<file path="src/hw/gpu_ctrl_defs.svh">
`ifndef GPU_CTRL_DEFS_SVH
`define GPU_CTRL_DEFS_SVH

// host and memory data word width
`define GPU_DATA_W 32

// byte address width, memory and core side
`define GPU_ADDR_W 32

// address step from one word to the next
`define GPU_WORD_BYTES 4

`endif

</file>
<file path="src/hw/gpu_ctrl_pkg.sv">
package gpu_ctrl_pkg;

    `include "gpu_ctrl_defs.svh"

    typedef logic [`GPU_DATA_W-1:0] data_t;
    typedef logic [`GPU_ADDR_W-1:0] addr_t;
    // transfer length in bytes, word multiple
    typedef logic [31:0] byte_count_t;

    // host opcodes, one full word each
    typedef enum logic [31:0] {
        INSTR_NOP           = 32'd0,
        INSTR_COPY_TO_GPU   = 32'd1,
        INSTR_COPY_FROM_GPU = 32'd2,
        INSTR_KERNEL_LAUNCH = 32'd3
    } instr_e;

    typedef enum logic [1:0] {DEC_IDLE, DEC_PARAMS, DEC_BUSY} dec_state_e;

    typedef enum logic [1:0] {DMA_IDLE, DMA_WRITE, DMA_READ} dma_state_e;

    typedef enum logic [1:0] {LAUNCH_IDLE, LAUNCH_SET_PC, LAUNCH_RUN} launch_state_e;

endpackage

</file>
<file path="src/hw/cmd_decoder.sv">
`timescale 1ns/100ps

module cmd_decoder
    import gpu_ctrl_pkg::*;
(
    input  logic        clk,
    input  logic        rst,
    input  instr_e      cpu_recv_instr,
    input  data_t       cpu_in_data,
    input  logic        dma_done,
    input  logic        launch_done,
    output logic        start_write,
    output logic        start_read,
    output logic        start_launch,
    output addr_t       xfer_base,
    output byte_count_t xfer_bytes
);

    dec_state_e state;
    // opcode held while parameters arrive
    instr_e     opcode;
    // index of the parameter word on cpu_in_data
    logic       param_pos;
    // first parameter word, base address of a copy
    addr_t      base_q;
    logic       last_param;

    // index of the final parameter word
    // copies take base and count, launch only the kernel address
    function automatic logic last_param_pos(instr_e op);
        logic pos;
        pos = 1'b1;
        if (op == INSTR_KERNEL_LAUNCH) begin
            pos = 1'b0;
        end
        return pos;
    endfunction

    assign last_param = (state == DEC_PARAMS) && (param_pos == last_param_pos(opcode));

    // one start pulse, in the cycle of the last parameter
    assign start_write  = last_param && (opcode == INSTR_COPY_TO_GPU);
    assign start_read   = last_param && (opcode == INSTR_COPY_FROM_GPU);
    assign start_launch = last_param && (opcode == INSTR_KERNEL_LAUNCH);

    // count is always the live word
    assign xfer_bytes = byte_count_t'(cpu_in_data);
    // launch has a single parameter, so its address is still on the bus
    assign xfer_base  = (param_pos == 1'b0) ? addr_t'(cpu_in_data) : base_q;

    always_ff @(posedge clk or negedge rst) begin
        if (!rst) begin
            state     <= DEC_IDLE;
            opcode    <= INSTR_NOP;
            param_pos <= 1'b0;
        end else begin
            case (state)
                DEC_IDLE: begin
                    param_pos <= 1'b0;
                    // nop and unknown opcodes leave us idle
                    if ((cpu_recv_instr == INSTR_COPY_TO_GPU) ||
                        (cpu_recv_instr == INSTR_COPY_FROM_GPU) ||
                        (cpu_recv_instr == INSTR_KERNEL_LAUNCH)) begin
                        opcode <= cpu_recv_instr;
                        state  <= DEC_PARAMS;
                    end
                end
                DEC_PARAMS: begin
                    param_pos <= param_pos + 1'b1;
                    if (last_param) begin
                        state <= DEC_BUSY;
                    end
                end
                DEC_BUSY: begin
                    // instruction bus ignored until the engine finishes
                    if (dma_done || launch_done) begin
                        state <= DEC_IDLE;
                    end
                end
                default: begin
                    state <= DEC_IDLE;
                end
            endcase
        end
    end

    // capture base address from the first parameter word
    always_ff @(posedge clk) begin
        if ((state == DEC_PARAMS) && (param_pos == 1'b0)) begin
            base_q <= addr_t'(cpu_in_data);
        end
    end

endmodule

</file>
<file path="src/hw/dma_engine.sv">
`timescale 1ns/100ps

`include "gpu_ctrl_defs.svh"

module dma_engine
    import gpu_ctrl_pkg::*;
(
    input  logic        clk,
    input  logic        rst,
    input  logic        start_write,
    input  logic        start_read,
    input  addr_t       xfer_base,
    input  byte_count_t xfer_bytes,
    input  data_t       cpu_in_data,
    input  data_t       mem_rd_data,
    input  logic        mem_rd_ack,
    input  logic        launch_done,
    output logic        mem_wr_en,
    output addr_t       mem_wr_addr,
    output data_t       mem_wr_data,
    output logic        mem_rd_en,
    output addr_t       mem_rd_addr,
    output data_t       cpu_out_data,
    output logic        cpu_out_ack,
    output logic        dma_done
);

    dma_state_e state;
    // address of the next word to move
    addr_t      next_addr;
    // one past the last byte, fixed at start
    addr_t      end_addr;
    addr_t      step_addr;
    logic       rd_ack_q;
    logic       rd_first;
    logic       rd_return;

    assign step_addr = next_addr + addr_t'(`GPU_WORD_BYTES);

    // first request of a read transfer
    assign rd_first  = (state == DMA_IDLE) && start_read;
    // memory answered the request in flight, only one at a time in READ
    assign rd_return = (state == DMA_READ) && mem_rd_ack;

    // read words and the launch completion share the host return channel
    // cpu_out_data is zero in the launch cycle
    assign cpu_out_ack = rd_ack_q | launch_done;

    always_ff @(posedge clk or negedge rst) begin
        if (!rst) begin
            state        <= DMA_IDLE;
            next_addr    <= '0;
            end_addr     <= '0;
            rd_ack_q     <= 1'b0;
            mem_wr_en    <= 1'b0;
            mem_rd_en    <= 1'b0;
            dma_done     <= 1'b0;
            cpu_out_data <= '0;
        end else begin
            // strobes default low, host data zero unless a word returns
            mem_wr_en    <= 1'b0;
            mem_rd_en    <= 1'b0;
            rd_ack_q     <= 1'b0;
            dma_done     <= 1'b0;
            cpu_out_data <= '0;
            case (state)
                DMA_IDLE: begin
                    if (start_write) begin
                        state     <= DMA_WRITE;
                        next_addr <= xfer_base;
                        end_addr  <= xfer_base + addr_t'(xfer_bytes);
                    end else if (rd_first) begin
                        // first request leaves right away
                        state     <= DMA_READ;
                        mem_rd_en <= 1'b1;
                        next_addr <= xfer_base + addr_t'(`GPU_WORD_BYTES);
                        end_addr  <= xfer_base + addr_t'(xfer_bytes);
                    end
                end
                DMA_WRITE: begin
                    // one host word per cycle, no stalls
                    mem_wr_en <= 1'b1;
                    next_addr <= step_addr;
                    if (step_addr == end_addr) begin
                        dma_done <= 1'b1;
                        state    <= DMA_IDLE;
                    end
                end
                DMA_READ: begin
                    if (rd_return) begin
                        rd_ack_q     <= 1'b1;
                        cpu_out_data <= mem_rd_data;
                        if (next_addr == end_addr) begin
                            // last word delivered
                            dma_done <= 1'b1;
                            state    <= DMA_IDLE;
                        end else begin
                            // next request goes out with this word
                            mem_rd_en <= 1'b1;
                            next_addr <= step_addr;
                        end
                    end
                end
                default: begin
                    state <= DMA_IDLE;
                end
            endcase
        end
    end

    // memory address and data
    always_ff @(posedge clk) begin
        if (state == DMA_WRITE) begin
            mem_wr_addr <= next_addr;
            mem_wr_data <= cpu_in_data;
        end
        if (rd_first) begin
            mem_rd_addr <= xfer_base;
        end else if (rd_return) begin
            mem_rd_addr <= next_addr;
        end
    end

endmodule

</file>
<file path="src/hw/kernel_launcher.sv">
`timescale 1ns/100ps

module kernel_launcher
    import gpu_ctrl_pkg::*;
(
    input  logic  clk,
    input  logic  rst,
    input  logic  start_launch,
    input  addr_t xfer_base,
    input  logic  core_halt,
    output logic  core_set_pc_req,
    output addr_t core_set_pc_addr,
    output logic  core_ena,
    output logic  core_clr,
    output logic  launch_done
);

    launch_state_e state;

    always_ff @(posedge clk or negedge rst) begin
        if (!rst) begin
            state           <= LAUNCH_IDLE;
            core_set_pc_req <= 1'b0;
            core_ena        <= 1'b0;
            core_clr        <= 1'b0;
            launch_done     <= 1'b0;
        end else begin
            // single cycle pulses
            core_set_pc_req <= 1'b0;
            core_clr        <= 1'b0;
            launch_done     <= 1'b0;
            case (state)
                LAUNCH_IDLE: begin
                    if (start_launch) begin
                        core_set_pc_req <= 1'b1;
                        state           <= LAUNCH_SET_PC;
                    end
                end
                LAUNCH_SET_PC: begin
                    // pc loaded, let the core run
                    core_ena <= 1'b1;
                    state    <= LAUNCH_RUN;
                end
                LAUNCH_RUN: begin
                    // stop, clear the core and tell the host
                    if (core_halt) begin
                        core_ena    <= 1'b0;
                        core_clr    <= 1'b1;
                        launch_done <= 1'b1;
                        state       <= LAUNCH_IDLE;
                    end
                end
                default: begin
                    state <= LAUNCH_IDLE;
                end
            endcase
        end
    end

    // kernel address, valid with core_set_pc_req
    always_ff @(posedge clk) begin
        if ((state == LAUNCH_IDLE) && start_launch) begin
            core_set_pc_addr <= xfer_base;
        end
    end

endmodule

</file>
<file path="src/hw/gpu_ctrl_top.sv">
`timescale 1ns/100ps

module gpu_ctrl_top
    import gpu_ctrl_pkg::*;
(
    input  logic   clk,
    input  logic   rst,
    // host
    input  instr_e cpu_recv_instr,
    input  data_t  cpu_in_data,
    output data_t  cpu_out_data,
    output logic   cpu_out_ack,
    // gpu memory
    output logic   mem_wr_en,
    output addr_t  mem_wr_addr,
    output data_t  mem_wr_data,
    output logic   mem_rd_en,
    output addr_t  mem_rd_addr,
    input  data_t  mem_rd_data,
    input  logic   mem_rd_ack,
    // core
    output logic   core_set_pc_req,
    output addr_t  core_set_pc_addr,
    output logic   core_ena,
    output logic   core_clr,
    input  logic   core_halt
);

    // decoder to engines
    logic        start_write;
    logic        start_read;
    logic        start_launch;
    addr_t       xfer_base;
    byte_count_t xfer_bytes;
    // completion back to decoder
    logic        dma_done;
    logic        launch_done;

    cmd_decoder i_cmd_decoder (
        .clk            (clk),
        .rst            (rst),
        .cpu_recv_instr (cpu_recv_instr),
        .cpu_in_data    (cpu_in_data),
        .dma_done       (dma_done),
        .launch_done    (launch_done),
        .start_write    (start_write),
        .start_read     (start_read),
        .start_launch   (start_launch),
        .xfer_base      (xfer_base),
        .xfer_bytes     (xfer_bytes)
    );

    dma_engine i_dma_engine (
        .clk          (clk),
        .rst          (rst),
        .start_write  (start_write),
        .start_read   (start_read),
        .xfer_base    (xfer_base),
        .xfer_bytes   (xfer_bytes),
        .cpu_in_data  (cpu_in_data),
        .mem_rd_data  (mem_rd_data),
        .mem_rd_ack   (mem_rd_ack),
        .launch_done  (launch_done),
        .mem_wr_en    (mem_wr_en),
        .mem_wr_addr  (mem_wr_addr),
        .mem_wr_data  (mem_wr_data),
        .mem_rd_en    (mem_rd_en),
        .mem_rd_addr  (mem_rd_addr),
        .cpu_out_data (cpu_out_data),
        .cpu_out_ack  (cpu_out_ack),
        .dma_done     (dma_done)
    );

    kernel_launcher i_kernel_launcher (
        .clk              (clk),
        .rst              (rst),
        .start_launch     (start_launch),
        .xfer_base        (xfer_base),
        .core_halt        (core_halt),
        .core_set_pc_req  (core_set_pc_req),
        .core_set_pc_addr (core_set_pc_addr),
        .core_ena         (core_ena),
        .core_clr         (core_clr),
        .launch_done      (launch_done)
    );

endmodule

</file>
<file path="config.mk">
export PLATFORM = sky130hd
export DESIGN_NAME = gpu_ctrl_top
export DESIGN_NICKNAME = d
export VERILOG_FILES = /design/src/hw/gpu_ctrl_pkg.sv /design/src/hw/cmd_decoder.sv /design/src/hw/dma_engine.sv /design/src/hw/kernel_launcher.sv /design/src/hw/gpu_ctrl_top.sv
export VERILOG_INCLUDE_DIRS = /design/src /design/src/hw
export SDC_FILE = /design/constraint.sdc
export NUM_CORES = 1
export LEC_CHECK = 0
export ABC_AREA = 1
export BUFFER_PORTS_ARGS = -buffer_cell sky130_fd_sc_hd__buf_4
export CORE_MARGIN = 3
export CORE_UTILIZATION = 30
export DETAILED_ROUTE_END_ITERATION = 12
export SKIP_LAST_GASP = 1
export SLEW_MARGIN = 20
export SYNTH_ARGS = -nofsm -noshare
export SYNTH_HDL_FRONTEND = slang
export SYNTH_SLANG_ARGS = --single-unit
</file>
<file path="constraint.sdc">
create_clock -name clk -period 3.1 [get_ports clk]
set_input_delay 0.155 -clock clk [delete_from_list [all_inputs] [get_ports clk]]
set_output_delay 0.155 -clock clk [all_outputs]
set_load 0.01 [all_outputs]
</file>
# Word-level counts from Yosys, hierarchy flattened
# Cells that the tools add are included.
[totals]
ff_bits = 302
latch_bits = 0
ramBits = 0
rom_bits = 0
inputBits = 100
out_inout_bits = 166
word_cells = 122
n_memories = 0
[op_classes]
add_sub_neg = 4
mul = 0
n_div = 0
order_cmp = 0
n_eq_ne = 25
n_shift = 0
n_mux = 45
bitwise = 2
n_reduce_logical = 26
[ops]
columns = ["op", "count"]
rows = [
  ["$mux W32", 11],
  ["$eq A32 B2 Y1 const B", 4],
  ["$pmux W32 S3", 1],
  ["$add A32 B3 Y32 const B", 2],
  ["$eq A32 B1 Y1 const B", 2],
  ["$eq A32 B32 Y1", 2],
  ["$add A32 B32 Y32", 1],
  ["$mux W2", 10],
  ["$pmux W2 S3", 3],
  ["$mux W1", 16],
  ["$ne A2 B1 Y1 const B", 6],
  ["$logic_and A1 B1 Y1", 8],
  ["$pmux W1 S2", 4],
  ["$reduce_and A2 Y1", 4],
  ["$reduce_and A4 Y1", 2],
  ["$reduce_bool A2 Y1", 4],
  ["$eq A2 B1 Y1 const B", 3],
  ["$eq A2 B2 Y1 const B", 3],
  ["$logic_not A2 Y1", 3],
  ["$ne A2 B2 Y1 const B", 3],
  ["$logic_or A1 B1 Y1", 3],
  ["$ne A3 B2 Y1 const B", 1],
  ["$reduce_and A3 Y1", 1],
  ["$reduce_bool A3 Y1", 1],
  ["4 further kinds", 4],
]

# Longest topological paths before layout
# Gate-level depths: netlist of run 1.
[logic_depth]
depth_word = 9
ltp_mapped = 19
depth_no_buf = 18

# By module
# Synthesis of run 1 repeated with hierarchy kept, for this count alone.
[unflattened]
hier_cells = 1827
hier_area_um2 = 15833.9
[modules_own_cells]
columns = ["module", "instances", "cells_each", "area_each_um2", "seq_area_each_um2"]
rows = [
  ["dma_engine", 1, 1426, 11553.6, 5435.2],
  ["cmd_decoder", 1, 351, 3134.3, 1836.8],
  ["kernel_launcher", 1, 50, 1146.1, 1086.0],
]

# Worst setup path after synthesis of run 1
# Ideal clock, no wire load.
[synth_timing]
path_type = "flip-flop to flip-flop"
startpoint = "reg i_cmd_decoder.param_pos"
endpoint = "reg i_dma_engine.end_addr[24]"
setup_ns = 0.117
t_arrival_ns = 2.793
t_required_ns = 2.983
setup_slack_ns = 0.190
path_stages_with_launch = 19
n_path_buf = 3
period_less_slack_ns = 2.910
cell_sequence = "dfrtp_1 buf_2 buf_2 buf_2 nand2_1 nand2_1 ha_1 fa_1 nand3_1 nand3_1 nand4_1 nand3_1 a21oi_1 o21ai_0 nand2_1 nand2_1 or2_2 nand3_1 nand2_1"
[synth_via]
word_cells_on_any_way = 11
cone_classes = "1 x add/sub; 1 x eq/ne; 3 x mux; 6 x reduce/logical"
[synth_lines]
columns = ["element", "line_no", "rtl"]
rows = [
  ["start, declared", "cmd_decoder.sv:23", "logic param_pos;"],
  ["start signal, assigned", "cmd_decoder.sv:69", "param_pos <= param_pos + 1'b1;"],
  ["$mux W32 (*)", "cmd_decoder.sv:49", "assign xfer_base = (param_pos == 1'b0) ? addr_t'(cpu_in_data) : base_q;"],
  ["net i_cmd_decoder.xfer_base[0]", "cmd_decoder.sv:15", "output addr_t xfer_base,"],
  ["$add A32 B32 Y32 (*)", "dma_engine.sv:71, dma_engine.sv:77", ""],
  ["$mux W32", "dma_engine.sv:72", "end else if (rd_first) begin"],
  ["$mux W32 (*)", "dma_engine.sv:68", "if (start_write) begin"],
  ["end signal, assigned", "dma_engine.sv:71", "end_addr <= xfer_base + addr_t'(xfer_bytes);"],
  ["end signal, assigned", "dma_engine.sv:77", "end_addr <= xfer_base + addr_t'(xfer_bytes);"],
  ["end, declared", "dma_engine.sv:32", "addr_t end_addr;"],
]
# Mark *: on every way through the listed nets, which the timed path passes. The rest lies on a longest branch. The select of a mux whose other input is x is not followed.
# A chain may end at the register's enable or synchronous reset.

# Worst setup path after layout of run 1
[layout_timing]
startpoint = "reg i_cmd_decoder.param_pos"
endpoint = "reg i_dma_engine.end_addr[22]"
# Same word-level chain as after synthesis.

==> flow_summary_export.csv, run 1 <==
group,metric,value,unit
grt,grt_pass1_wl,88.2,mm
setup_path,crit_fanout,8,
sta,fin_tns_setup,0,ps
power_and_ir_drop,switching_share,24.2,%
place,hpwl,45.9,mm
drt,drt_iter0_drc,1127,
run,drv_cap,0,
die,ioPinCount,266,
synth,synth-warning-count,0,
setup_path,cp_common_cell,"nand3_1",
setup_path,slowest_stage,"dfrtp_2",
synth,synth-edff-count,160,
setup_path,crit_required,3520,ps
power_and_ir_drop,power_density,437,nW/um^2
synth,synthFlopType,"edfxtp_1",
power_and_ir_drop,fin_total_pwr,9.46,mW
clock_tree,cts_num_sinks,302,
drt,vias_per_cell,4.79,
drt,firstDrtPassIters,5,
clock_tree,post_cts_buffers,0,
finish,final_layout_size_suffix_gt1_share,20.2,%
grt,grt_overflow,0,
finish,fill_cells,5372,
synth,ys_ff_latch,302,
drt,routedWlPerCell,19.2,um
power_and_ir_drop,comb_power_share,9.4,%
place,gp_congestion,1.01,
outcome,outcome,"complete, no violations",
sta,setup_viol,0,
setup_path,slowest_delay,490,ps
clock_tree,path_clk_slew,60,ps
clock_tree,cts_tree,"yes",
synth,syn_nets,2096,
grt,antenna_found_initial,0,
power_and_ir_drop,p_leak,9.89,nW
clock_tree,worstSkewPairLatency,570,ps
sta,slew-limit-headroom,41.4,%
finish,seq_area,8360,um^2
grt,grtUsageTotal,20.4,%
clock_tree,cts_root_buffer,"clkbuf_16",
die,start_util,30.4,%
clock_tree,cts_htree_levels,2,
grt,grt_pass1_vias,14800,
sta,rsz0062_at_grt,"yes",
drt,totalWireLength,59.1,mm
finish,nets,2497,
sta,whs,99.1,ps
drt,antenna_left,0,
sta,fin_worst_skew,27.7,ps
sta,worstMarginPinSlew,879,ps
sta,fin_crit_sh,93.3,%
drt,vias,14800,
drt,drc,0,
worst_hold_path,min_path_type,"in -> reg",
synth,ys_seq_area_share,51.0,%
setup_path,worst-r2r-setup-slack,210,ps
finish,diodes,0,
sta,finalHoldViolCount,0,
setup_path,end_kind,"flip-flop",
die,die_h,240,um
finish,multi_input_area,6890,um^2
finish,area_growth,32.1,%
die,placementRows,85,
synth,synth.distinct_cells,53,
setup_path,crit_path_start_kind,"flip-flop",
sta,fmax,346,MHz
die,die_w,240,um
synth,syn-cell-area,16400,um^2
clock_tree,cts_inserted_buffers,37,
setup_path,critical_path_class,"reg -> reg",
die,design.core.area,53900,um^2
power_and_ir_drop,power.switching,2.29,mW
clock_tree,clk_path_buf_depth,3,
synth,synthArstFlopShare,47.0,%
setup_path,crit_chain,"inv_2, nand2_1, nand2_1, ha_1, fa_1, nand3_1, nand3_1, buf_4, a21oi_1, inv_1, nand3_1, nand3_2, xnor2_1, o21ai_1",
power_and_ir_drop,p_seq_share,44.6,%
power_and_ir_drop,p_int,7.17,mW
finish,final_common_cell,"nand2_1",
sta,slew_violations,0,
synth,synth_cells,1958,
setup_path,crit_buf_inv,3,
power_and_ir_drop,ir_drop,0.325,mV
setup_path,crit_arrival,3320,ps
place,place.port_buffers,265,
power_and_ir_drop,clkPwrFrac,46.0,%
sta,period_minus_slack,2890,ps
grt,grt_max_degree,67,
setup_path,cpLargestDelayFamily,"adder cells",
die,die-area,57400,um^2
finish,layout_common_cells,"nand2_1 (542), buf_4 (346), nor2_1 (225)",
synth,synth.avg_cell_area,8.37,um^2
## final timing paths
| path | startpoint | to | cells past startpoint |
|---|---|---|---|
| min reg2reg | i_cmd_decoder.opcode[24] | i_cmd_decoder.opcode[24] | 2 |
| max | i_cmd_decoder.param_pos | i_dma_engine.end_addr[22] | 14 |
| max in group asynchronous | rst | i_dma_engine.end_addr[5] | 3 |
| max reg2reg | i_cmd_decoder.param_pos | i_dma_engine.end_addr[22] | 14 |
| min in group asynchronous | rst | i_dma_engine.cpu_out_data[14] | 2 |
| min | cpu_recv_instr[6] | i_cmd_decoder.opcode[1] | 6 |
## synth_stat cells (7+ instances only)
master,n,share of area (%)
ha_1,37,2.8
nor2_4,10,0.69
xnor2_1,38,2.0
nor4_1,13,0.50
inv_1,208,4.8
a21oi_1,52,1.6
nand2_1,543,12
buf_2,33,1.0
xor2_1,52,2.8
inv_2,16,0.37
o21ai_0,85,2.6
edfxtp_1,160,29
nor2_2,7,0.27
dfrtp_1,142,22
nand4_1,31,1.2
nor2_1,226,5.2
o21ai_1,78,2.4
nand3b_1,12,0.55
or2_2,7,0.27
nand2_2,9,0.34
nand3_1,106,3.2
nor3_1,16,0.49
clkbuf_1,17,0.39
## worst register-to-register path, cell delays in order, from the launching register on
cell and delay (ps):
dfrtp_2 490, inv_2 90, nand2_1 70, nand2_1 60, ha_1 260, fa_1 440
nand3_1 100, nand3_1 90, buf_4 150, a21oi_1 170, inv_1 110, nand3_1 110
nand3_2 150, xnor2_1 360, o21ai_1 120
## area by class of cell
| type | instances | share of cell area [%] |
|---|---|---|
| Multi-Input combinational cell | 1366 | 31.8 |
| Inverter | 226 | 3.92 |
| Timing Repair Buffer | 426 | 16.0 |
| Sequential cell | 302 | 38.6 |
| Clock buffer | 50 | 4.89 |
| Tap cell | 696 | 4.02 |
| Clock inverter | 17 | 0.740 |
## power groups by stage
stage	registers (mW)	logic, mW	clock network (mW)
2_1_floorplan	4.30	0.400	0
3_3_place_gp	4.30	0.811	0
3_5_place_dp	4.30	0.812	0
4_1_cts	4.22	0.886	4.48
5_1_grt	4.22	0.975	4.66
6_report	4.22	0.890	4.35
## repair_timing
item                                   CTS  global route
setup endpoints to repair                0            66
gates resized for setup                  0            13
hold buffers                            72             0
endpoints found under the hold margin  156             0
## flip-flops by register name (all words and copies together), names as in the netlist, 2 cells and up
register                            count
i_cmd_decoder.state                     2
i_dma_engine.mem_wr_data               32
i_dma_engine.mem_wr_addr               32
i_cmd_decoder.base_q                   32
i_dma_engine.mem_rd_addr               32
i_dma_engine.next_addr                 32
i_cmd_decoder.opcode                   32
i_kernel_launcher.state                 2
i_dma_engine.end_addr                  32
i_kernel_launcher.core_set_pc_addr     32
i_dma_engine.state                      2
i_dma_engine.cpu_out_data              32
## per-stage QoR
step                      setup WS, ps  utilization (%)  instances  instance area [um^2]
after floorplan                    190                -       1958                 16400
final                              207             40.1       3083                 21600
after detailed placement          31.4             36.4       2943                 19700
after global placement             110             36.4       2943                 19700
after CTS                         30.8             40.0       3082                 21600
after global routing             -21.4             40.1       3083                 21600
## per-layer routing
metal / GRT usage [%] / vias to the layer above / wire length [um]
li1: - / 7175 / -
met4: 7.20 / 0 / 1930
met2: 35.5 / 505 / 28700
met1: 25.0 / 6979 / 24200
met5: 0 / - / 0
met3: 4.47 / 94 / 4280
## kinds of logic (layout without fill, tap and decap cells)
group	count (synthesis)	in the layout	share of synthesized area, %
adder cells (fa/ha/maj)	38	38	2.95
XOR/XNOR	90	90	4.81
AO/OA/AOI/OAI	240	240	7.79
buffers and inverters	291	719	7.26
flip-flops	302	302	51.0
multiplexers	1	1	0.0687
AND/OR/NAND/NOR	996	997	26.1
Note: power is estimated with default switching activity, not from simulation.
==> run 2: changes to the inputs <==
--- a/config.mk
+++ b/config.mk
@@ -9,8 +9,9 @@
 export ABC_AREA = 1
 export BUFFER_PORTS_ARGS = -buffer_cell sky130_fd_sc_hd__buf_4
 export CORE_MARGIN = 3
-export CORE_UTILIZATION = 30
+export CORE_UTILIZATION = 25
 export DETAILED_ROUTE_END_ITERATION = 12
+export RECOVER_POWER = 50
 export SKIP_LAST_GASP = 1
 export SLEW_MARGIN = 20
 export SYNTH_ARGS = -nofsm -noshare
==> run 2 against run 1 <==
  * The flow now finishes with violations (max-capacitance violations, max-slew violations)
  * Worst setup slack better by 22 ps
  * Largest power group unchanged
  * Cell count grew 5.0%
  * Via count is 1.3% lower
  * Worst hold slack lost 30 ps
  * Critical endpoint is now i_dma_engine.end_addr[30]
  * Die area is 19% higher
  * Final area increased by 0.41%
  * Total power grew 3.6%
  * Clock skew shrank 0.68 ps
  * Combinational power shrank 5.6%
  * Critical path depth is the same
  * Utilization fell by 6.5 points
  * Sequential share of layout area is 0.16 points lower
  * Largest cell class unchanged
==> flow_summary_export.csv, run 2 (same netlist as run 1, synthesis figures left out) <==
group,metric,value,unit
outcome,outcome,"complete, but fails checks",
outcome,violations,"max-capacitance violations, max-slew violations",
place,gp_congestion,0.936,
drt,drc,0,
worst_hold_path,min_path_cells,6,
clock_tree,clk_path_buf_depth,3,
grt,grt_max_degree,79,
sta,fin_worst_skew,27.0,ps
grt,grtUsageTotal,16.5,%
grt,grt_overflow,0,
clock_tree,cts_root_buffer,"clkbuf_16",
sta,worstMarginPinSlew,2040,ps
finish,layout_common_cells,"nand2_1 (543), buf_4 (302), nor2_1 (225)",
finish,final_common_cell,"nand2_1",
place,post-place-ws,113,ps
grt,grt_pass1_wl,85.6,mm
finish,nets,2487,
place,hpwl,44.2,mm
setup_path,critical_path_class,"reg -> reg",
drt,totalWireLength,57.5,mm
sta,rsz0062_at_grt,"yes",
setup_path,crit_path_start_kind,"flip-flop",
sta,fin_tns_setup,0,ps
setup_path,reg2reg_from,"i_cmd_decoder.param_pos",
worst_hold_path,min_path_type,"in -> reg",
die,ioPinCount,266,
die,die-area,68600,um^2
setup_path,rr_worst_depth,14,
sta,finalHoldViolCount,0,
sta,layout_setup_ws,228,ps
drt,firstDrtPassIters,5,
sta,fmax,348,MHz
sta,period_minus_slack,2870,ps
grt,grt_pass1_vias,14100,
die,design.core.area,64700,um^2
sta,fin_crit_sh,92.6,%
drt,vias_per_cell,4.50,
sta,slew-limit-headroom,-36.2,%
sta,whs,69.3,ps
clock_tree,path_clk_slew,60,ps
sta,slew_violations,79,
drt,antenna_left,0,
power_and_ir_drop,fin_total_pwr,9.80,mW
power_and_ir_drop,ir_drop,0.322,mV
setup_path,crit_required,3530,ps
setup_path,crit_fanout,17,
die,placementRows,93,
setup_path,timing.rr.end,"i_dma_engine.end_addr[30]",
drt,routedWlPerCell,17.8,um
worst_hold_path,min_from,"cpu_recv_instr[6]",
finish,area_growth,32.6,%
setup_path,end_kind,"flip-flop",
sta,setup_viol,0,
clock_tree,cts_htree_levels,2,
drt,drt_iter0_drc,1254,
die,die_w,262,um
finish,fill_cells,6871,
clock_tree,worstSkewPairLatency,570,ps
drt,vias,14600,
clock_tree,cts_inserted_buffers,39,
worst_hold_path,hold-path-endpoint,"i_cmd_decoder.opcode[1]",
clock_tree,cts_tree,"yes",
finish,final_layout_size_suffix_gt1_share,18.6,%
place,place.port_buffers,265,
die,start_util,25.3,%
die,die_h,262,um
run,drv_cap,1,
setup_path,crit_arrival,3300,ps
power_and_ir_drop,p_leak,9.76,nW
clock_tree,cts_num_sinks,302,
power_and_ir_drop,power_density,451,nW/um^2
grt,antenna_found_initial,1,
setup_path,worst-r2r-setup-slack,230,ps
-- run 2: changes by cell type in the layout (fill, tap and decap cells not counted), moves of 2 or more --
cell / delta
buf_4: -44
buf_6: -2
bufinv_16: +3
clkbuf_1: +30
clkinv_2: +4
nor2_2: -2
-- run 2: per-stage QoR --
stage          utilization [%]  std cells  area [um^2]
6_report                  33.6       3236        21700
5_1_grt                   33.6       3235        21700
4_1_cts                   33.8       3233        21800
3_5_place_dp              30.6       3089        19800
3_3_place_gp              30.6       3089        19800
2_1_floorplan                -       1958        16400
-- run 2: worst max-delay path by stage --
stage                     cells past startpoint                         to  slack (ps)                    start
final                                        14  i_dma_engine.end_addr[30]         230  i_cmd_decoder.param_pos
after floorplan                              18  i_dma_engine.end_addr[24]         190  i_cmd_decoder.param_pos
after global placement                       15  i_dma_engine.end_addr[30]         150  i_cmd_decoder.param_pos
after detailed placement                     15  i_dma_engine.end_addr[30]         110  i_cmd_decoder.param_pos
after CTS                                    15  i_dma_engine.end_addr[30]          90  i_cmd_decoder.param_pos
after global routing                         14  i_dma_engine.end_addr[30]         -20  i_cmd_decoder.param_pos
-- run 2: area by class of cell --
class	instances	area [um^2]	share of cell area (%)
sequential	302	8360	38.5
clock inverter	25	279	1.28
inverter	226	848	3.90
antenna	1	2.50	0.0115
multi-input combinational	1365	6870	31.6
timing repair buffer	415	3240	14.9
tap	855	1070	4.92
clock buffer	47	1060	4.87
-- run 2: what timing repair did --
action,in CTS,in global routing
hold endpoints to repair,186,0
setup buffers,0,2
gates resized for setup,0,4
hold buffers,72,0
setup endpoints to repair,0,14
-- run 2: per-layer routing --
metal	vias up	track usage, %	wire length, um
met5	-	0	0
met4	0	4.61	1580
met3	73	3.59	4020
met2	476	27.5	27100
met1	6854	21.6	24900
li1	7151	-	-
-- run 2: where the power goes --
| group | total [mW] | internal (mW) | switching, mW | leakage (nW) |
|---|---|---|---|---|
| Sequential | 4.22 | 4.22 | 0.00149 | 3.05 |
| Clock | 4.74 | 2.88 | 1.86 | 0.664 |
| Combinational | 0.840 | 0.343 | 0.497 | 6.04 |
-- run 2: critical path, stage by stage, from the launching register on --
cell and delay, ps:
dfrtp_2 450, buf_12 170, buf_12 140, o21ai_1 160, inv_1 110, ha_1 300
a21oi_1 250, o21ai_0 170, a21oi_1 220, inv_1 60, nand2_1 50, nand3_1 180
a21oi_1 240, xor2_1 170, o21ai_1 70
==> run 3: changes to the inputs <==
==> constraint.sdc (replaced) <==
create_clock -name clk -period 3.5 [get_ports clk]
set_input_delay 0.175 -clock clk [delete_from_list [all_inputs] [get_ports clk]]
set_output_delay 0.175 -clock clk [all_outputs]
set_load 0.01 [all_outputs]
==> run 3 against run 2 <==
  * The run still ends with max-capacitance violations, max-slew violations left
  * Total power down 13%
  * Largest cell class unchanged
  * Cell count down 1.2%
  * Flip-flop and latch count unchanged
  * Via count about the same
  * Combinational power down 15%
  * Critical path type unchanged
  * Final area down 4.7%
  * Clock skew down 5.5 ps
==> flow_summary_export.csv, run 3 (same netlist as run 1, synthesis figures left out) <==
group,metric,value,unit
drt,totalWireLength,58.4,mm
sta,worstMarginPinSlew,2510,ps
setup_path,crit_required,3920,ps
setup_path,slowest_delay,860,ps
clock_tree,path_clk_slew,60,ps
clock_tree,cts_htree_levels,2,
run,drv_cap,1,
clock_tree,cts_num_sinks,302,
setup_path,end_kind,"flip-flop",
die,start_util,25.3,%
clock_tree,cts_inserted_buffers,39,
clock_tree,post_cts_buffers,0,
finish,final_common_cell,"nand2_1",
clock_tree,cts_root_buffer,"clkbuf_16",
power_and_ir_drop,power_density,409,nW/um^2
worst_hold_path,min_path_type,"in -> reg",
finish,nets,2449,
clock_tree,clk_path_buf_depth,3,
setup_path,slowest_stage,"o21ai_0",
setup_path,worst-r2r-setup-slack,310,ps
drt,antenna_left,0,
sta,fin_tns_setup,0,ps
power_and_ir_drop,p_leak,8.91,nW
drt,routedWlPerCell,18.3,um
worst_hold_path,min_path_cells,6,
sta,rsz0062_at_grt,"no",
clock_tree,ctsResizeCount,0,
drt,firstDrtPassIters,9,
place,hpwl,44.6,mm
clock_tree,worstSkewPairLatency,560,ps
setup_path,crit_path_start_kind,"flip-flop",
place,post-place-cells,3054,
drt,vias,14500,
drt,drc,0,
setup_path,reg2reg_from,"i_cmd_decoder.param_pos",
sta,finalHoldViolCount,0,
setup_path,timing.rr.end,"i_dma_engine.end_addr[25]",
die,die-area,68600,um^2
sta,slew_violations,93,
sta,slew-limit-headroom,-67.6,%
clock_tree,cts_tree,"yes",
place,gp_congestion,0.936,
die,die_w,262,um
worst_hold_path,min_from,"cpu_recv_instr[6]",
sta,fmax,313,MHz
die,design.core.area,64700,um^2
setup_path,rr_worst_depth,9,
setup_path,crit_chain,"inv_2, o21ai_0, ha_1, a21oi_1, o21a_1, a21boi_0, o211ai_1, xnor2_1, o21ai_1",
grt,grt_pass1_wl,88.1,mm
finish,area_growth,26.5,%
grt,grtUsageTotal,17.0,%
outcome,outcome,"complete, but fails checks",
finish,layout_common_cells,"nand2_1 (543), nor2_1 (225), inv_1 (208)",
sta,whs,84.4,ps
worst_hold_path,hold-path-endpoint,"i_cmd_decoder.opcode[1]",
grt,grt_overflow,0,
sta,setup_viol,0,
setup_path,crit_fanout,11,
sta,period_minus_slack,3190,ps
sta,fin_worst_skew,21.5,ps
finish,utilization,32.0,%
sta,fin_crit_sh,91.3,%
grt,grt_pass1_vias,14100,
power_and_ir_drop,ir_drop,0.309,mV
place,place.port_buffers,265,
die,die_h,262,um
die,ioPinCount,266,
grt,antenna_found_initial,2,
grt,grt_max_degree,93,
drt,drt_iter0_drc,1204,
finish,final_cells,3196,
die,placementRows,93,
finish,final_layout_size_suffix_gt1_share,9.91,%
drt,vias_per_cell,4.55,
setup_path,crit_arrival,3610,ps
setup_path,critical_path_class,"reg -> reg",
outcome,violations,"max-capacitance violations, max-slew violations",
run 3: repair_timing:
action	CTS	global route
setup endpoints to repair	0	0
hold buffers	71	0
endpoints found under the hold margin	192	0
run 3: worst max-delay path by stage:
stage                             from                         to  slack (ps)  cells past startpoint
3_5_place_dp   i_cmd_decoder.param_pos  i_dma_engine.end_addr[27]         470                     13
6_report       i_cmd_decoder.param_pos  i_dma_engine.end_addr[25]         310                      9
4_1_cts        i_cmd_decoder.param_pos  i_dma_engine.end_addr[27]         470                     13
2_1_floorplan  i_cmd_decoder.param_pos  i_dma_engine.end_addr[24]         590                     18
3_3_place_gp   i_cmd_decoder.param_pos  i_dma_engine.end_addr[27]         430                     13
5_1_grt        i_cmd_decoder.param_pos  i_dma_engine.end_addr[24]          90                     13
run 3: routing by layer:
metal	track usage, %	up-vias	wire (um)
met5	0	-	0
met4	3.81	0	1160
met3	3.23	69	4000
met2	28.4	524	27600
met1	22.9	6879	25700
li1	-	7072	-
run 3: area by class of cell:
class	instances	area (um^2)
clock inverters	15	181
inverters	226	848
diodes	1	2.50
well taps	855	1070
flip-flops and latches	302	8360
clock buffers	55	1090
fillers	7038	44000
multi-input cells	1365	6850
repair buffers	377	2320
run 3: worst max-delay path: cells and delay by family, from the launching register on:
kind / cells / cell delay, ps
DFF: 1 / 460
buffers and inverters: 1 / 140
xor gates and xnor gates: 1 / 170
adders and majority gates: 1 / 490
AOI/OAI and AO/OA: 6 / 1800
run 3: report_power, final:
part / switching, mW / total (mW) / internal, mW
clock: 1.63 / 4.03 / 2.40
sequential: 0.00129 / 3.74 / 3.74
combinational: 0.434 / 0.712 / 0.278
total: 2.06 / 8.48 / 6.42
run 3: metrics by stage:
| stage | setup WS, ps | area, um^2 | total power [mW] |
|---|---|---|---|
| detailed placement | 473 | 19500 | 4.48 |
| global route | 93.1 | 20700 | 8.84 |
| CTS | 467 | 21500 | 8.63 |
| floorplan | 590 | 16400 | 4.16 |
| finish | 306 | 20700 | 8.48 |
| global placement | 428 | 19500 | 4.48 |
